==> src/logic/sd_spi_pkg.sv <==
package sd_spi_pkg;

	// Basic widths
	localparam int BYTE_W = 8;
	localparam int WORD_W = 32;
	localparam int CMD_W  = 48;
	localparam int DIV_W  = 3;

	// Data bytes that make one word
	localparam int BYTES_PER_WORD = WORD_W / BYTE_W;

	typedef logic [BYTE_W-1:0] byte_t;      // One byte on the serial link
	typedef logic [CMD_W-1:0]  cmd_frame_t; // Index, argument, CRC
	typedef logic [WORD_W-1:0] word_t;      // Assembled read word
	typedef logic [DIV_W-1:0]  div_code_t;  // SCK ratio select

	// Command frame length in bytes
	localparam int CMD_BYTES = CMD_W / BYTE_W;

	// MOSI filler while receiving
	localparam byte_t IDLE_BYTE = 8'hFF;

	// Single block read start token
	localparam byte_t START_TOKEN = 8'hFE;

	// Transaction sequence
	typedef enum logic [2:0] {
		ST_IDLE,   // Waiting for start
		ST_CMD,    // Sending the six command bytes
		ST_RESP,   // Polling for R1
		ST_TOKEN,  // Polling for FE
		ST_DATA,   // Collecting data bytes
		ST_FINISH  // Trailing gap, then done
	} txn_state_t;

endpackage
==> src/logic/sd_spi_host.sv <==
`timescale 1ns/10ps

module sd_spi_host import sd_spi_pkg::*; #(
	parameter int WORDS_PER_READ = 4,  // Words collected after the token
	parameter int R1_POLL_MAX    = 8,  // Bytes polled for R1
	parameter int TOKEN_POLL_MAX = 16, // Bytes polled for FE
	parameter int GAP_CYCLES     = 2   // SCK rest between bytes
) (
	input  logic       spi_clk_i,
	input  logic       spi_rst_i,
	input  logic       start_i,     // One cycle request
	input  logic       read_en_i,   // Command expects a data block
	input  cmd_frame_t cmd_i,
	input  div_code_t  div_code_i,
	input  logic       msb_first_i,
	input  logic       sd_miso_i,
	output logic       sd_sck_o,
	output logic       sd_mosi_o,
	output logic       sd_cs_n_o,
	output logic       busy_o,
	output logic       done_o,
	output logic       err_o,
	output logic       word_valid_o,
	output byte_t      r1_o,
	output word_t      word_o
);

	// Controller to engine
	logic      byte_start;
	logic      byte_done;
	byte_t     tx_byte;
	byte_t     rx_byte;
	logic      msb_first;  // Latched order
	div_code_t div_code;   // Latched ratio

	// Engine to divider
	logic      run;
	logic      sck_rise;
	logic      sck_fall;

	sd_txn_ctrl #(
		.WORDS_PER_READ (WORDS_PER_READ),
		.R1_POLL_MAX    (R1_POLL_MAX),
		.TOKEN_POLL_MAX (TOKEN_POLL_MAX),
		.GAP_CYCLES     (GAP_CYCLES)
	) i_ctrl (
		.spi_clk_i    (spi_clk_i),
		.spi_rst_i    (spi_rst_i),
		.start_i      (start_i),
		.read_en_i    (read_en_i),
		.msb_first_i  (msb_first_i),
		.byte_done_i  (byte_done),
		.cmd_i        (cmd_i),
		.div_code_i   (div_code_i),
		.rx_byte_i    (rx_byte),
		.byte_start_o (byte_start),
		.sd_cs_n_o    (sd_cs_n_o),
		.busy_o       (busy_o),
		.done_o       (done_o),
		.err_o        (err_o),
		.word_valid_o (word_valid_o),
		.msb_first_o  (msb_first),
		.tx_byte_o    (tx_byte),
		.div_code_o   (div_code),
		.r1_o         (r1_o),
		.word_o       (word_o)
	);

	spi_byte_engine i_engine (
		.spi_clk_i    (spi_clk_i),
		.spi_rst_i    (spi_rst_i),
		.byte_start_i (byte_start),
		.msb_first_i  (msb_first),
		.sck_rise_i   (sck_rise),
		.sck_fall_i   (sck_fall),
		.sd_miso_i    (sd_miso_i),
		.tx_byte_i    (tx_byte),
		.run_o        (run),
		.sd_mosi_o    (sd_mosi_o),
		.byte_done_o  (byte_done),
		.rx_byte_o    (rx_byte)
	);

	sck_divider i_div (
		.spi_clk_i  (spi_clk_i),
		.spi_rst_i  (spi_rst_i),
		.run_i      (run),
		.div_code_i (div_code),
		.sck_o      (sd_sck_o),
		.sck_rise_o (sck_rise),
		.sck_fall_o (sck_fall)
	);

endmodule

==> src/logic/sd_txn_ctrl.sv <==
`timescale 1ns/10ps

module sd_txn_ctrl import sd_spi_pkg::*; #(
	parameter int WORDS_PER_READ = 4,
	parameter int R1_POLL_MAX    = 8,
	parameter int TOKEN_POLL_MAX = 16,
	parameter int GAP_CYCLES     = 2
) (
	input  logic       spi_clk_i,
	input  logic       spi_rst_i,
	input  logic       start_i,
	input  logic       read_en_i,
	input  logic       msb_first_i,
	input  logic       byte_done_i,  // From the engine
	input  cmd_frame_t cmd_i,
	input  div_code_t  div_code_i,
	input  byte_t      rx_byte_i,
	output logic       byte_start_o,
	output logic       sd_cs_n_o,
	output logic       busy_o,
	output logic       done_o,
	output logic       err_o,
	output logic       word_valid_o,
	output logic       msb_first_o,  // Held for the engine
	output byte_t      tx_byte_o,
	output div_code_t  div_code_o,   // Held for the divider
	output byte_t      r1_o,
	output word_t      word_o
);

	localparam int DATA_BYTES = BYTES_PER_WORD * WORDS_PER_READ;

	// Largest byte count any phase needs
	localparam int MAX_A   = (CMD_BYTES > DATA_BYTES) ? CMD_BYTES : DATA_BYTES;
	localparam int MAX_B   = (R1_POLL_MAX > TOKEN_POLL_MAX) ? R1_POLL_MAX : TOKEN_POLL_MAX;
	localparam int MAX_CNT = (MAX_A > MAX_B) ? MAX_A : MAX_B;
	localparam int CNT_W   = $clog2(MAX_CNT);
	localparam int GAP_W   = (GAP_CYCLES > 1) ? $clog2(GAP_CYCLES + 1) : 1;

	txn_state_t       state;
	logic [CNT_W-1:0] cnt;        // Bytes done in the current phase
	logic [GAP_W-1:0] gap_cnt;    // Rest cycles left before the next byte
	logic             in_flight;  // Engine busy with a byte
	logic             read_q;
	cmd_frame_t       cmd_q;      // Shifts out one byte per command byte
	word_t            word_q;     // Assembly shifter
	logic             byte_phase; // A state that moves bytes

	assign byte_phase = (state == ST_CMD) || (state == ST_RESP) ||
		(state == ST_TOKEN) || (state == ST_DATA);

	// Next byte goes once the gap has run out
	assign byte_start_o = byte_phase & ~in_flight & (gap_cnt == '0);

	// Command bytes from the top of the frame, FF otherwise
	assign tx_byte_o = (state == ST_CMD) ? cmd_q[CMD_W-1 -: BYTE_W] : IDLE_BYTE;

	assign busy_o    = (state != ST_IDLE);
	assign sd_cs_n_o = (state == ST_IDLE); // CS follows busy exactly
	assign done_o    = (state == ST_FINISH) && (gap_cnt == '0);
	assign word_o    = word_q;

	always_ff @(posedge spi_clk_i or posedge spi_rst_i) begin
		if (spi_rst_i) begin
			state        <= ST_IDLE;
			cnt          <= '0;
			gap_cnt      <= '0;
			in_flight    <= 1'b0;
			read_q       <= 1'b0;
			msb_first_o  <= 1'b1;
			div_code_o   <= '0;
			err_o        <= 1'b0;
			r1_o         <= IDLE_BYTE;
			word_valid_o <= 1'b0;
		end else begin
			word_valid_o <= 1'b0;
			if (gap_cnt != '0)
				gap_cnt <= gap_cnt - 1'b1;
			if (byte_start_o)
				in_flight <= 1'b1;

			case (state)
				ST_IDLE: begin
					if (start_i) begin
						// Request is held until finish
						read_q      <= read_en_i;
						msb_first_o <= msb_first_i;
						div_code_o  <= div_code_i;
						err_o       <= 1'b0;
						cnt         <= '0;
						gap_cnt     <= GAP_W'(GAP_CYCLES); // CS setup before first SCK
						state       <= ST_CMD;
					end
				end

				ST_FINISH: begin
					if (gap_cnt == '0)
						state <= ST_IDLE; // done_o cycle
				end

				default: begin
					if (byte_done_i) begin
						in_flight <= 1'b0;
						gap_cnt   <= GAP_W'(GAP_CYCLES);
						cnt       <= cnt + 1'b1;
						case (state)
							ST_CMD: begin
								if (cnt == CNT_W'(CMD_BYTES - 1)) begin
									cnt   <= '0;
									state <= ST_RESP;
								end
							end
							ST_RESP: begin
								if (!rx_byte_i[BYTE_W-1]) begin
									// Bit 7 clear marks R1
									r1_o <= rx_byte_i;
									cnt  <= '0;
									if (read_q && rx_byte_i == '0)
										state <= ST_TOKEN;
									else
										state <= ST_FINISH;
								end else if (cnt == CNT_W'(R1_POLL_MAX - 1)) begin
									r1_o  <= IDLE_BYTE; // No answer
									err_o <= 1'b1;
									state <= ST_FINISH;
								end
							end
							ST_TOKEN: begin
								if (rx_byte_i == START_TOKEN) begin
									cnt   <= '0;
									state <= ST_DATA;
								end else if (cnt == CNT_W'(TOKEN_POLL_MAX - 1)) begin
									err_o <= 1'b1; // Token timeout
									state <= ST_FINISH;
								end
							end
							ST_DATA: begin
								if (cnt[1:0] == 2'(BYTES_PER_WORD - 1))
									word_valid_o <= 1'b1; // word_q complete next cycle
								if (cnt == CNT_W'(DATA_BYTES - 1))
									state <= ST_FINISH;
							end
							default: state <= ST_FINISH;
						endcase
					end
				end
			endcase
		end
	end

	// Payload shifters
	always_ff @(posedge spi_clk_i) begin
		if (state == ST_IDLE && start_i)
			cmd_q <= cmd_i;
		else if (state == ST_CMD && byte_done_i)
			cmd_q <= {cmd_q[CMD_W-BYTE_W-1:0], IDLE_BYTE};
		if (state == ST_DATA && byte_done_i)
			word_q <= {word_q[WORD_W-BYTE_W-1:0], rx_byte_i}; // First byte ends on top
	end

endmodule

==> src/logic/spi_byte_engine.sv <==
`timescale 1ns/10ps

module spi_byte_engine import sd_spi_pkg::*; (
	input  logic  spi_clk_i,
	input  logic  spi_rst_i,
	input  logic  byte_start_i, // Load tx_byte_i and go
	input  logic  msb_first_i,  // 1 sends bit 7 first
	input  logic  sck_rise_i,
	input  logic  sck_fall_i,
	input  logic  sd_miso_i,
	input  byte_t tx_byte_i,
	output logic  run_o,        // Keeps the divider running
	output logic  sd_mosi_o,
	output logic  byte_done_o,  // Eighth rise
	output byte_t rx_byte_o     // Valid with byte_done_o
);

	logic [2:0] bit_cnt; // Rises seen so far
	byte_t      tx_sh;
	byte_t      rx_sh;
	byte_t      rx_next; // Shifter with the current MISO bit merged in

	// Shift in from the side matching the bit order
	always_comb begin
		if (msb_first_i)
			rx_next = {rx_sh[BYTE_W-2:0], sd_miso_i};
		else
			rx_next = {sd_miso_i, rx_sh[BYTE_W-1:1]};
	end

	assign rx_byte_o   = rx_next;  // Last bit comes straight from the pin
	assign byte_done_o = run_o & sck_rise_i & (bit_cnt == 3'd7);

	// Control and MOSI
	always_ff @(posedge spi_clk_i or posedge spi_rst_i) begin
		if (spi_rst_i) begin
			run_o     <= 1'b0;
			bit_cnt   <= '0;
			sd_mosi_o <= 1'b1;
		end else if (byte_start_i) begin
			run_o     <= 1'b1;
			bit_cnt   <= '0;
			sd_mosi_o <= msb_first_i ? tx_byte_i[BYTE_W-1] : tx_byte_i[0]; // First bit
		end else if (run_o) begin
			if (sck_rise_i) begin
				bit_cnt <= bit_cnt + 3'd1;
				if (bit_cnt == 3'd7) begin
					run_o     <= 1'b0;
					sd_mosi_o <= 1'b1;  // Idle high
				end
			end else if (sck_fall_i) begin
				// Next bit after each falling edge
				sd_mosi_o <= msb_first_i ? tx_sh[BYTE_W-2] : tx_sh[1];
			end
		end
	end

	// Shift registers
	always_ff @(posedge spi_clk_i) begin
		if (byte_start_i) begin
			tx_sh <= tx_byte_i;
		end else if (run_o && sck_fall_i) begin
			if (msb_first_i)
				tx_sh <= {tx_sh[BYTE_W-2:0], 1'b1}; // Fill with ones
			else
				tx_sh <= {1'b1, tx_sh[BYTE_W-1:1]};
		end
		if (run_o && sck_rise_i)
			rx_sh <= rx_next; // Sample at rising edge
	end

endmodule

==> src/logic/sck_divider.sv <==
`timescale 1ns/10ps

module sck_divider import sd_spi_pkg::*; (
	input  logic      spi_clk_i,
	input  logic      spi_rst_i,
	input  logic      run_i,       // Low holds SCK idle
	input  div_code_t div_code_i,
	output logic      sck_o,
	output logic      sck_rise_o,  // High in the cycle SCK goes high
	output logic      sck_fall_o   // High in the cycle SCK goes low
);

	logic [3:0] half_m1;  // Half period minus one
	logic [3:0] cnt;
	logic       tick;     // Half period elapsed

	// Half period of 1, 2, 4, 8 or 16 cycles
	always_comb begin
		case (div_code_i)
			3'd0:    half_m1 = 4'd0;
			3'd1:    half_m1 = 4'd1;
			3'd2:    half_m1 = 4'd3;
			3'd3:    half_m1 = 4'd7;
			default: half_m1 = 4'd15; // Codes 4 and up saturate at 1:16
		endcase
	end

	assign tick = (cnt == half_m1);

	always_ff @(posedge spi_clk_i or posedge spi_rst_i) begin
		if (spi_rst_i) begin
			cnt        <= '0;
			sck_o      <= 1'b0;
			sck_rise_o <= 1'b0;
			sck_fall_o <= 1'b0;
		end else if (!run_i) begin
			// Idle between bytes, mode 0 keeps SCK low
			cnt        <= '0;
			sck_o      <= 1'b0;
			sck_rise_o <= 1'b0;
			sck_fall_o <= 1'b0;
		end else begin
			sck_rise_o <= tick & ~sck_o; // Strobes line up with the SCK level change
			sck_fall_o <= tick & sck_o;
			if (tick) begin
				cnt   <= '0;
				sck_o <= ~sck_o;
			end else begin
				cnt <= cnt + 4'd1;
			end
		end
	end

endmodule

==> config.mk <==
export PLATFORM = sky130hd
export DESIGN_NAME = sd_spi_host
export DESIGN_NICKNAME = d
export VERILOG_FILES = /design/src/logic/sd_spi_pkg.sv /design/src/logic/sd_spi_host.sv /design/src/logic/sd_txn_ctrl.sv /design/src/logic/spi_byte_engine.sv /design/src/logic/sck_divider.sv
export SDC_FILE = /design/constraint.sdc
export NUM_CORES = 1
export LEC_CHECK = 0
export BUFFER_PORTS_ARGS = -buffer_cell sky130_fd_sc_hd__buf_2
export CAP_MARGIN = 5
export CELL_PAD_IN_SITES_DETAIL_PLACEMENT = 2
export CELL_PAD_IN_SITES_GLOBAL_PLACEMENT = 2
export CORE_MARGIN = 2
export CORE_UTILIZATION = 41
export CTS_CLUSTER_DIAMETER = 100
export CTS_CLUSTER_SIZE = 28
export DETAILED_ROUTE_END_ITERATION = 16
export PLACE_DENSITY = 0.87
export SYNTH_ARGS = -nofsm -noshare
export SYNTH_HDL_FRONTEND = slang
export SYNTH_SLANG_ARGS = --single-unit
==> constraint.sdc <==
create_clock -name spi_clk_i -period 10.6 [get_ports spi_clk_i]
set_input_delay 0.53 -clock spi_clk_i [delete_from_list [all_inputs] [get_ports spi_clk_i]]
set_output_delay 0.53 -clock spi_clk_i [all_outputs]
set_load 0.005 [all_outputs]
# Yosys cells after proc, flatten, opt, wreduce, memory -nomap -nowiden
# Cells that the tools add are included.
[classes]
n_eq_ne = 26
n_addsub = 4
reduce_logical = 32
mux = 67
bitwise = 10
[ops]
columns = ["op", "n"]
rows = [
  ["2-to-1 mux 48 bit", 2],
  ["2-to-1 mux 8 bit", 7],
  ["2-to-1 mux 3 bit", 12],
  ["2-to-1 mux 1 bit", 28],
  ["2-to-1 mux 4 bit", 7],
  ["case mux 4 bit (4 select lines)", 1],
  ["equality test 3 x 2 -> 1 bit (second input constant)", 4],
  ["inequality test 3 bit (second input constant)", 4],
  ["case mux 3 bit (4 select lines)", 1],
  ["case mux 4 bit (3 select lines)", 1],
  ["nonzero test 2 bit", 6],
  ["nonzero test 3 bit", 4],
  ["equality test 3 bit (second input constant)", 3],
  ["adder 4 x 1 -> 4 bit (second input constant)", 2],
  ["equality test 4 x 3 -> 1 bit (second input constant)", 2],
  ["equality test 8 bit (second input constant)", 1],
  ["zero test 8 bit", 1],
  ["case mux 4 bit (2 select lines)", 1],
  ["AND reduction 8 bit", 1],
  ["logical AND 1 bit", 7],
  ["AND 1 bit", 6],
  ["equality test 3 x 1 -> 1 bit (second input constant)", 2],
  ["zero test 3 bit", 2],
  ["2-to-1 mux 2 bit", 3],
  ["other kinds (21)", 31],
]
[word_totals]
ff_bits = 133
word_cells = 160
in_bits = 57
out_inout_bits = 47

# Depth between registers and ports, before layout
[depth]
word_depth = 9
depth_mapped = 8
ltp_nobuf = 7

# Cells and area by module
# A second synthesis with hierarchy kept.
[unflattened]
hier_cells = 482
hier_area_um2 = 5726.7
[by_module_without_submodules]
columns = ["mod", "area_per_inst_um2", "n_inst", "cells_each", "seq_area_each_um2"]
rows = [
  ["sd_txn_ctrl", 4354.2, 1, 371, 3039.2],
  ["spi_byte_engine", 1014.7, 1, 81, 606.8],
  ["sck_divider", 357.8, 1, 30, 175.2],
]

# Worst setup path after synthesis
# Ideal clock, no wire load.
[synth_path]
kind = "register to register"
start = "register i_ctrl.state[1]"
end = "register i_ctrl.cmd_q[0] (enable)"
period_less_slack_ns = 3.770
required_time_ns = 10.136
path_stages_with_launch = 5
setup_time_ns = 0.464
arrival_ns = 3.307
path_slack_ns = 6.830
path_buffers = 2
cell_sequence = "dfrtp_1 -> buf_6 -> or3b_1 -> buf_2 -> o21bai_1"
[synth_via]
elab_chain_len = 3
word_cells_on_any_way = 5
classes_between = "eq/ne: 1; reduce/logical: 4"
[synth_rtl]
columns = ["element", "line", "text"]
rows = [
  ["from (decl)", "sd_txn_ctrl.sv:40", "txn_state_t state;"],
  ["from (signal assigned)", "sd_txn_ctrl.sv:65", "state <= ST_IDLE;"],
  ["from (signal assigned)", "sd_txn_ctrl.sv:92", "state <= ST_CMD;"],
  ["from (signal assigned)", "sd_txn_ctrl.sv:98", "state <= ST_IDLE;"],
  ["equality test 3 x 1 -> 1 bit / zero test 3 bit (equally long branches)", "sd_txn_ctrl.sv:155, sd_txn_ctrl.sv:153", ""],
  ["logical AND 1 bit (on tied branches)", "sd_txn_ctrl.sv:155, sd_txn_ctrl.sv:153", ""],
  ["nonzero test 2 bit (no source line) *", "-", ""],
  ["to (signal assigned)", "sd_txn_ctrl.sv:154", "cmd_q <= cmd_i;"],
  ["to (signal assigned)", "sd_txn_ctrl.sv:156", "cmd_q <= {cmd_q[CMD_W-BYTE_W-1:0], IDLE_BYTE};"],
  ["to (decl)", "sd_txn_ctrl.sv:45", "cmd_frame_t cmd_q;"],
]
# Mark *: on every way between the ends. The rest lies on a longest branch, timed or not.
# A chain may end at the register's enable or synchronous reset.

# Final worst setup path
[layout_path]
start = "register i_ctrl.state[0]"
end = "register i_engine.tx_sh[1] (enable)"
[layout_via]
elab_chain_len = 7
word_cells_on_any_way = 10
classes_between = "eq/ne: 4; bitwise: 2; reduce/logical: 4"
[layout_rtl]
columns = ["element", "line", "text"]
rows = [
  ["equality test 3 x 1 -> 1 bit / equality test 3 x 2 -> 1 bit (equally long branches)", "sd_txn_ctrl.sv:49", "assign byte_phase = (state == ST_CMD) || (state == ST_RESP) ||"],
  ["logical OR 1 bit (2 in series)", "sd_txn_ctrl.sv:49", ""],
  ["logical OR 1 bit *", "sd_txn_ctrl.sv:50", "(state == ST_TOKEN) || (state == ST_DATA);"],
  ["AND 1 bit * (2 in series)", "sd_txn_ctrl.sv:53", "assign byte_start_o = byte_phase & ~in_flight & (gap_cnt == '0);"],
  ["nonzero test 2 bit (no source line) *", "-", ""],
  ["to (signal assigned)", "spi_byte_engine.sv:61", "tx_sh <= tx_byte_i;"],
  ["to (signal assigned)", "spi_byte_engine.sv:64", "tx_sh <= {tx_sh[BYTE_W-2:0], 1'b1};"],
  ["to (signal assigned)", "spi_byte_engine.sv:66", "tx_sh <= {1'b1, tx_sh[BYTE_W-1:1]};"],
  ["to (decl)", "spi_byte_engine.sv:19", "byte_t tx_sh;"],
]
# Marks and branches as above.

==> impl_metrics.toml <==
[final_layout]
final_layout_size_suffix_gt1_frac = 0.392
layout.cell_area.non_filler_um2 = 7060
num_antenna_cells = 0
filler_cell_count = 1290
area_growth_pct = 22.3
most-common-layout-cells = "sky130_fd_sc_hd__buf_2, sky130_fd_sc_hd__edfxtp_1, sky130_fd_sc_hd__mux2_2, sky130_fd_sc_hd__dfrtp_1, sky130_fd_sc_hd__nand2_1"
nNetsFinal = 572
fin_cells = 703
postLayoutCoreUtil = 0.510
final_common_cell = "sky130_fd_sc_hd__buf_2"

[cts]
clkSinkCount = 133
clk_latency_ns = 0.42
cts.path.max_buffers = 2
cts_buffers = 17
cts_tree = "built"
cts-htree-levels = 4
cts.hold.buffers_added = 0
cts_resized = 0
cts_setup_buffers = 0
cts_root_buf = "sky130_fd_sc_hd__clkbuf_16"
clk_transition_reported_paths_ns = 0.06

[pwr]
pwr_density_cell_nw_per_um2 = 239
power.ir.vdd_worst_mv = 0.154
cellLeakagePower_nw = 2.64
power.total_mw = 1.69

[place]
dp_hpwl_um = 10300
dpl.cell_count = 671
pre_cts_setup_slack_ns = 7.94
gp_congestion = 0.829
io_buffers = 103
postPlaceCellArea_um2 = 6440

[logic_synthesis]
netlist-cell-type-count = 62
cells_after_synthesis = 404
postSynthRegisterBits = 133
ys_dominant_reg_cell = "sky130_fd_sc_hd__edfxtp_1"
async_reset_ff_frac = 0.278
synth_edf_count = 96
netlist_area_um2 = 5770
syn_nets = 466
sequential_area_share_after_synthesis = 0.662
yosysWarnings = 0
syn_avg_cell_area_um2 = 14.3

[critical_path]
crit_fanout = 23
slowest_stage_delay_on_critical_path_ns = 0.76
required_ns = 10.66
cp-end-kind = "register"
cp_cell_sequence = "nor3_1, inv_1, nand4b_1, nand2_1"
worst_ep_arrival_time_ns = 2.96
worst_path_max_delay_cell = "sky130_fd_sc_hd__dfrtp_1"
critPathKind = "register to register"
critical_path.startpoint_type = "register"

[run_status]
outcome = "completed"

[floorplanning]
boundaryPins = 104
fp.dieH_um = 123
die_w_um = 123
core_area_um2 = 13800
floorplan.rows = 43
dieArea_um2 = 15000
initial_core_util = 0.417

[timing]
setup_tns_ns = 0
report.final.hold_viol_count = 0
report.final.setup_viol = 0
final_max_slew_viol_count = 0
final_period_minus_worst_setup_slack_ns = 2.89
rsz_0062_raised_after_global_routing = "no"
fin_crit_sh = 0.273
worst_hold_slack_ns = 0.224
slew_headroom = 0.362
clock.fmax_mhz = 346
timing.final.ws_setup_ns = 7.71
worst_clock_skew_ns = 0.0108
worstMarginPinSlew_ns = 0.951

[worst_hold_path]
worst_hold_path_type = "input pin to asynchronous set/reset pin"

[global_routing]
track_usage = 0.234
grt_first_pass_wirelength_um = 25400
grt_remaining_overflow = 0
via_count_of_the_first_global_routing_pass = 4269
grt_max_degree = 56
number_of_antenna_violations_at_the_first_check_in_global_routing = 0

[route]
route.layer.met1.wl_um = 6420
ant_nets = 0
dr.max_layer_used = "met4"
dr_wl_met2_um = 9380
drc = 0
vias_per_cell = 5.47
wl_met3_um = 584
avgRoutedWirePerCell_um = 23.6
dr_total_vias = 3842
dr.pass1.iters = 4
drtIter0Drc = 268
wirelength_um = 16600

[run]
maxCapViolCount = 0
-- power breakdown --
part	internal [mW]	total (mW)	switching, mW
logic	0.141	0.325	0.184
clock network	0.393	0.622	0.229
registers	0.637	0.739	0.102
-- registers in the layout (all words and copies together) (netlist names) --
register	cells
i_div.sck_fall_o	1
i_engine.sd_mosi_o	1
i_div.sck_o	1
i_engine.bit_cnt	3
i_ctrl.msb_first_o	1
i_ctrl.word_o	32
i_ctrl.read_q	1
i_ctrl.word_valid_o	1
i_div.cnt	4
i_ctrl.r1_o	8
i_ctrl.gap_cnt	2
i_ctrl.cmd_q	48
i_engine.tx_sh	8
i_ctrl.state	3
i_ctrl.in_flight	1
i_ctrl.err_o	1
i_ctrl.div_code_o	3
i_engine.run_o	1
i_div.sck_rise_o	1
i_engine.rx_sh	8
i_ctrl.cnt	4
-- worst max-delay path, delay by kind of cell, from the launching register on --
family                 cells  cell delay [ns]
buffers and inverters      1             0.15
flip-flops                 1             0.76
AND/OR/NAND/NOR            3             1.62
-- cell families after synthesis --
group | after synthesis | share of synthesized area
flip-flops | 133 | 0.662
AND/OR/NAND/NOR | 106 | 0.0962
AO/OA/AOI/OAI | 68 | 0.0867
multiplexers | 57 | 0.111
buffers and inverters | 32 | 0.0290
adder cells (fa/ha/maj) | 5 | 0.0108
XOR/XNOR | 3 | 0.00455
-- layout make-up --
cell class / instances / area (um^2) / share of cell area
inverter: 12 / 45.0 / 0.00638
clock inverter: 13 / 181 / 0.0257
multi-input combinational: 239 / 1810 / 0.256
tap: 180 / 225 / 0.0319
sequential: 133 / 3820 / 0.541
clock buffer: 19 / 433 / 0.0613
timing repair buffer: 107 / 546 / 0.0773
-- Yosys cell counts (10+ instances only) --
master                      n  area, um^2
sky130_fd_sc_hd__dfstp_2   10         263
sky130_fd_sc_hd__mux2_2    45         507
sky130_fd_sc_hd__edfxtp_1  96        2880
sky130_fd_sc_hd__nor3_1    14        70.1
sky130_fd_sc_hd__dfrtp_1   27         676
sky130_fd_sc_hd__o21ai_0   11        55.1
sky130_fd_sc_hd__inv_1     11        41.3
sky130_fd_sc_hd__nand2_1   24        90.1
sky130_fd_sc_hd__nor2_1    23        86.3
sky130_fd_sc_hd__nand2b_1  14        87.6
sky130_fd_sc_hd__buf_2     11        55.1
sky130_fd_sc_hd__a21oi_1   14        70.1
-- metal layers --
layer | vias to the layer above | track usage
met5 | - | 0
met4 | 0 | 0.0718
met3 | 14 | 0.0488
met2 | 91 | 0.442
met1 | 2000 | 0.262
li1 | 1737 | -
-- path summary, 6_finish.rpt --
path | start | end | slack [ns] | cells past startpoint
setup / recovery | i_ctrl.state[0] | i_engine.tx_sh[1] | 7.71 | 4
hold / removal | spi_rst_i | i_div.cnt[0] | 0.22 | 3
setup reg to reg | i_ctrl.state[0] | i_engine.tx_sh[1] | 7.71 | 4
hold reg to reg | i_ctrl.word_o[19] | i_ctrl.word_o[27] | 0.45 | 0
max in group asynchronous | spi_rst_i | i_ctrl.r1_o[2] | 10.00 | 3
min in group spi_clk_i | div_code_i[1] | i_ctrl.div_code_o[1] | 0.35 | 3
No activity file was read; power rests on OpenSTA's default activity.
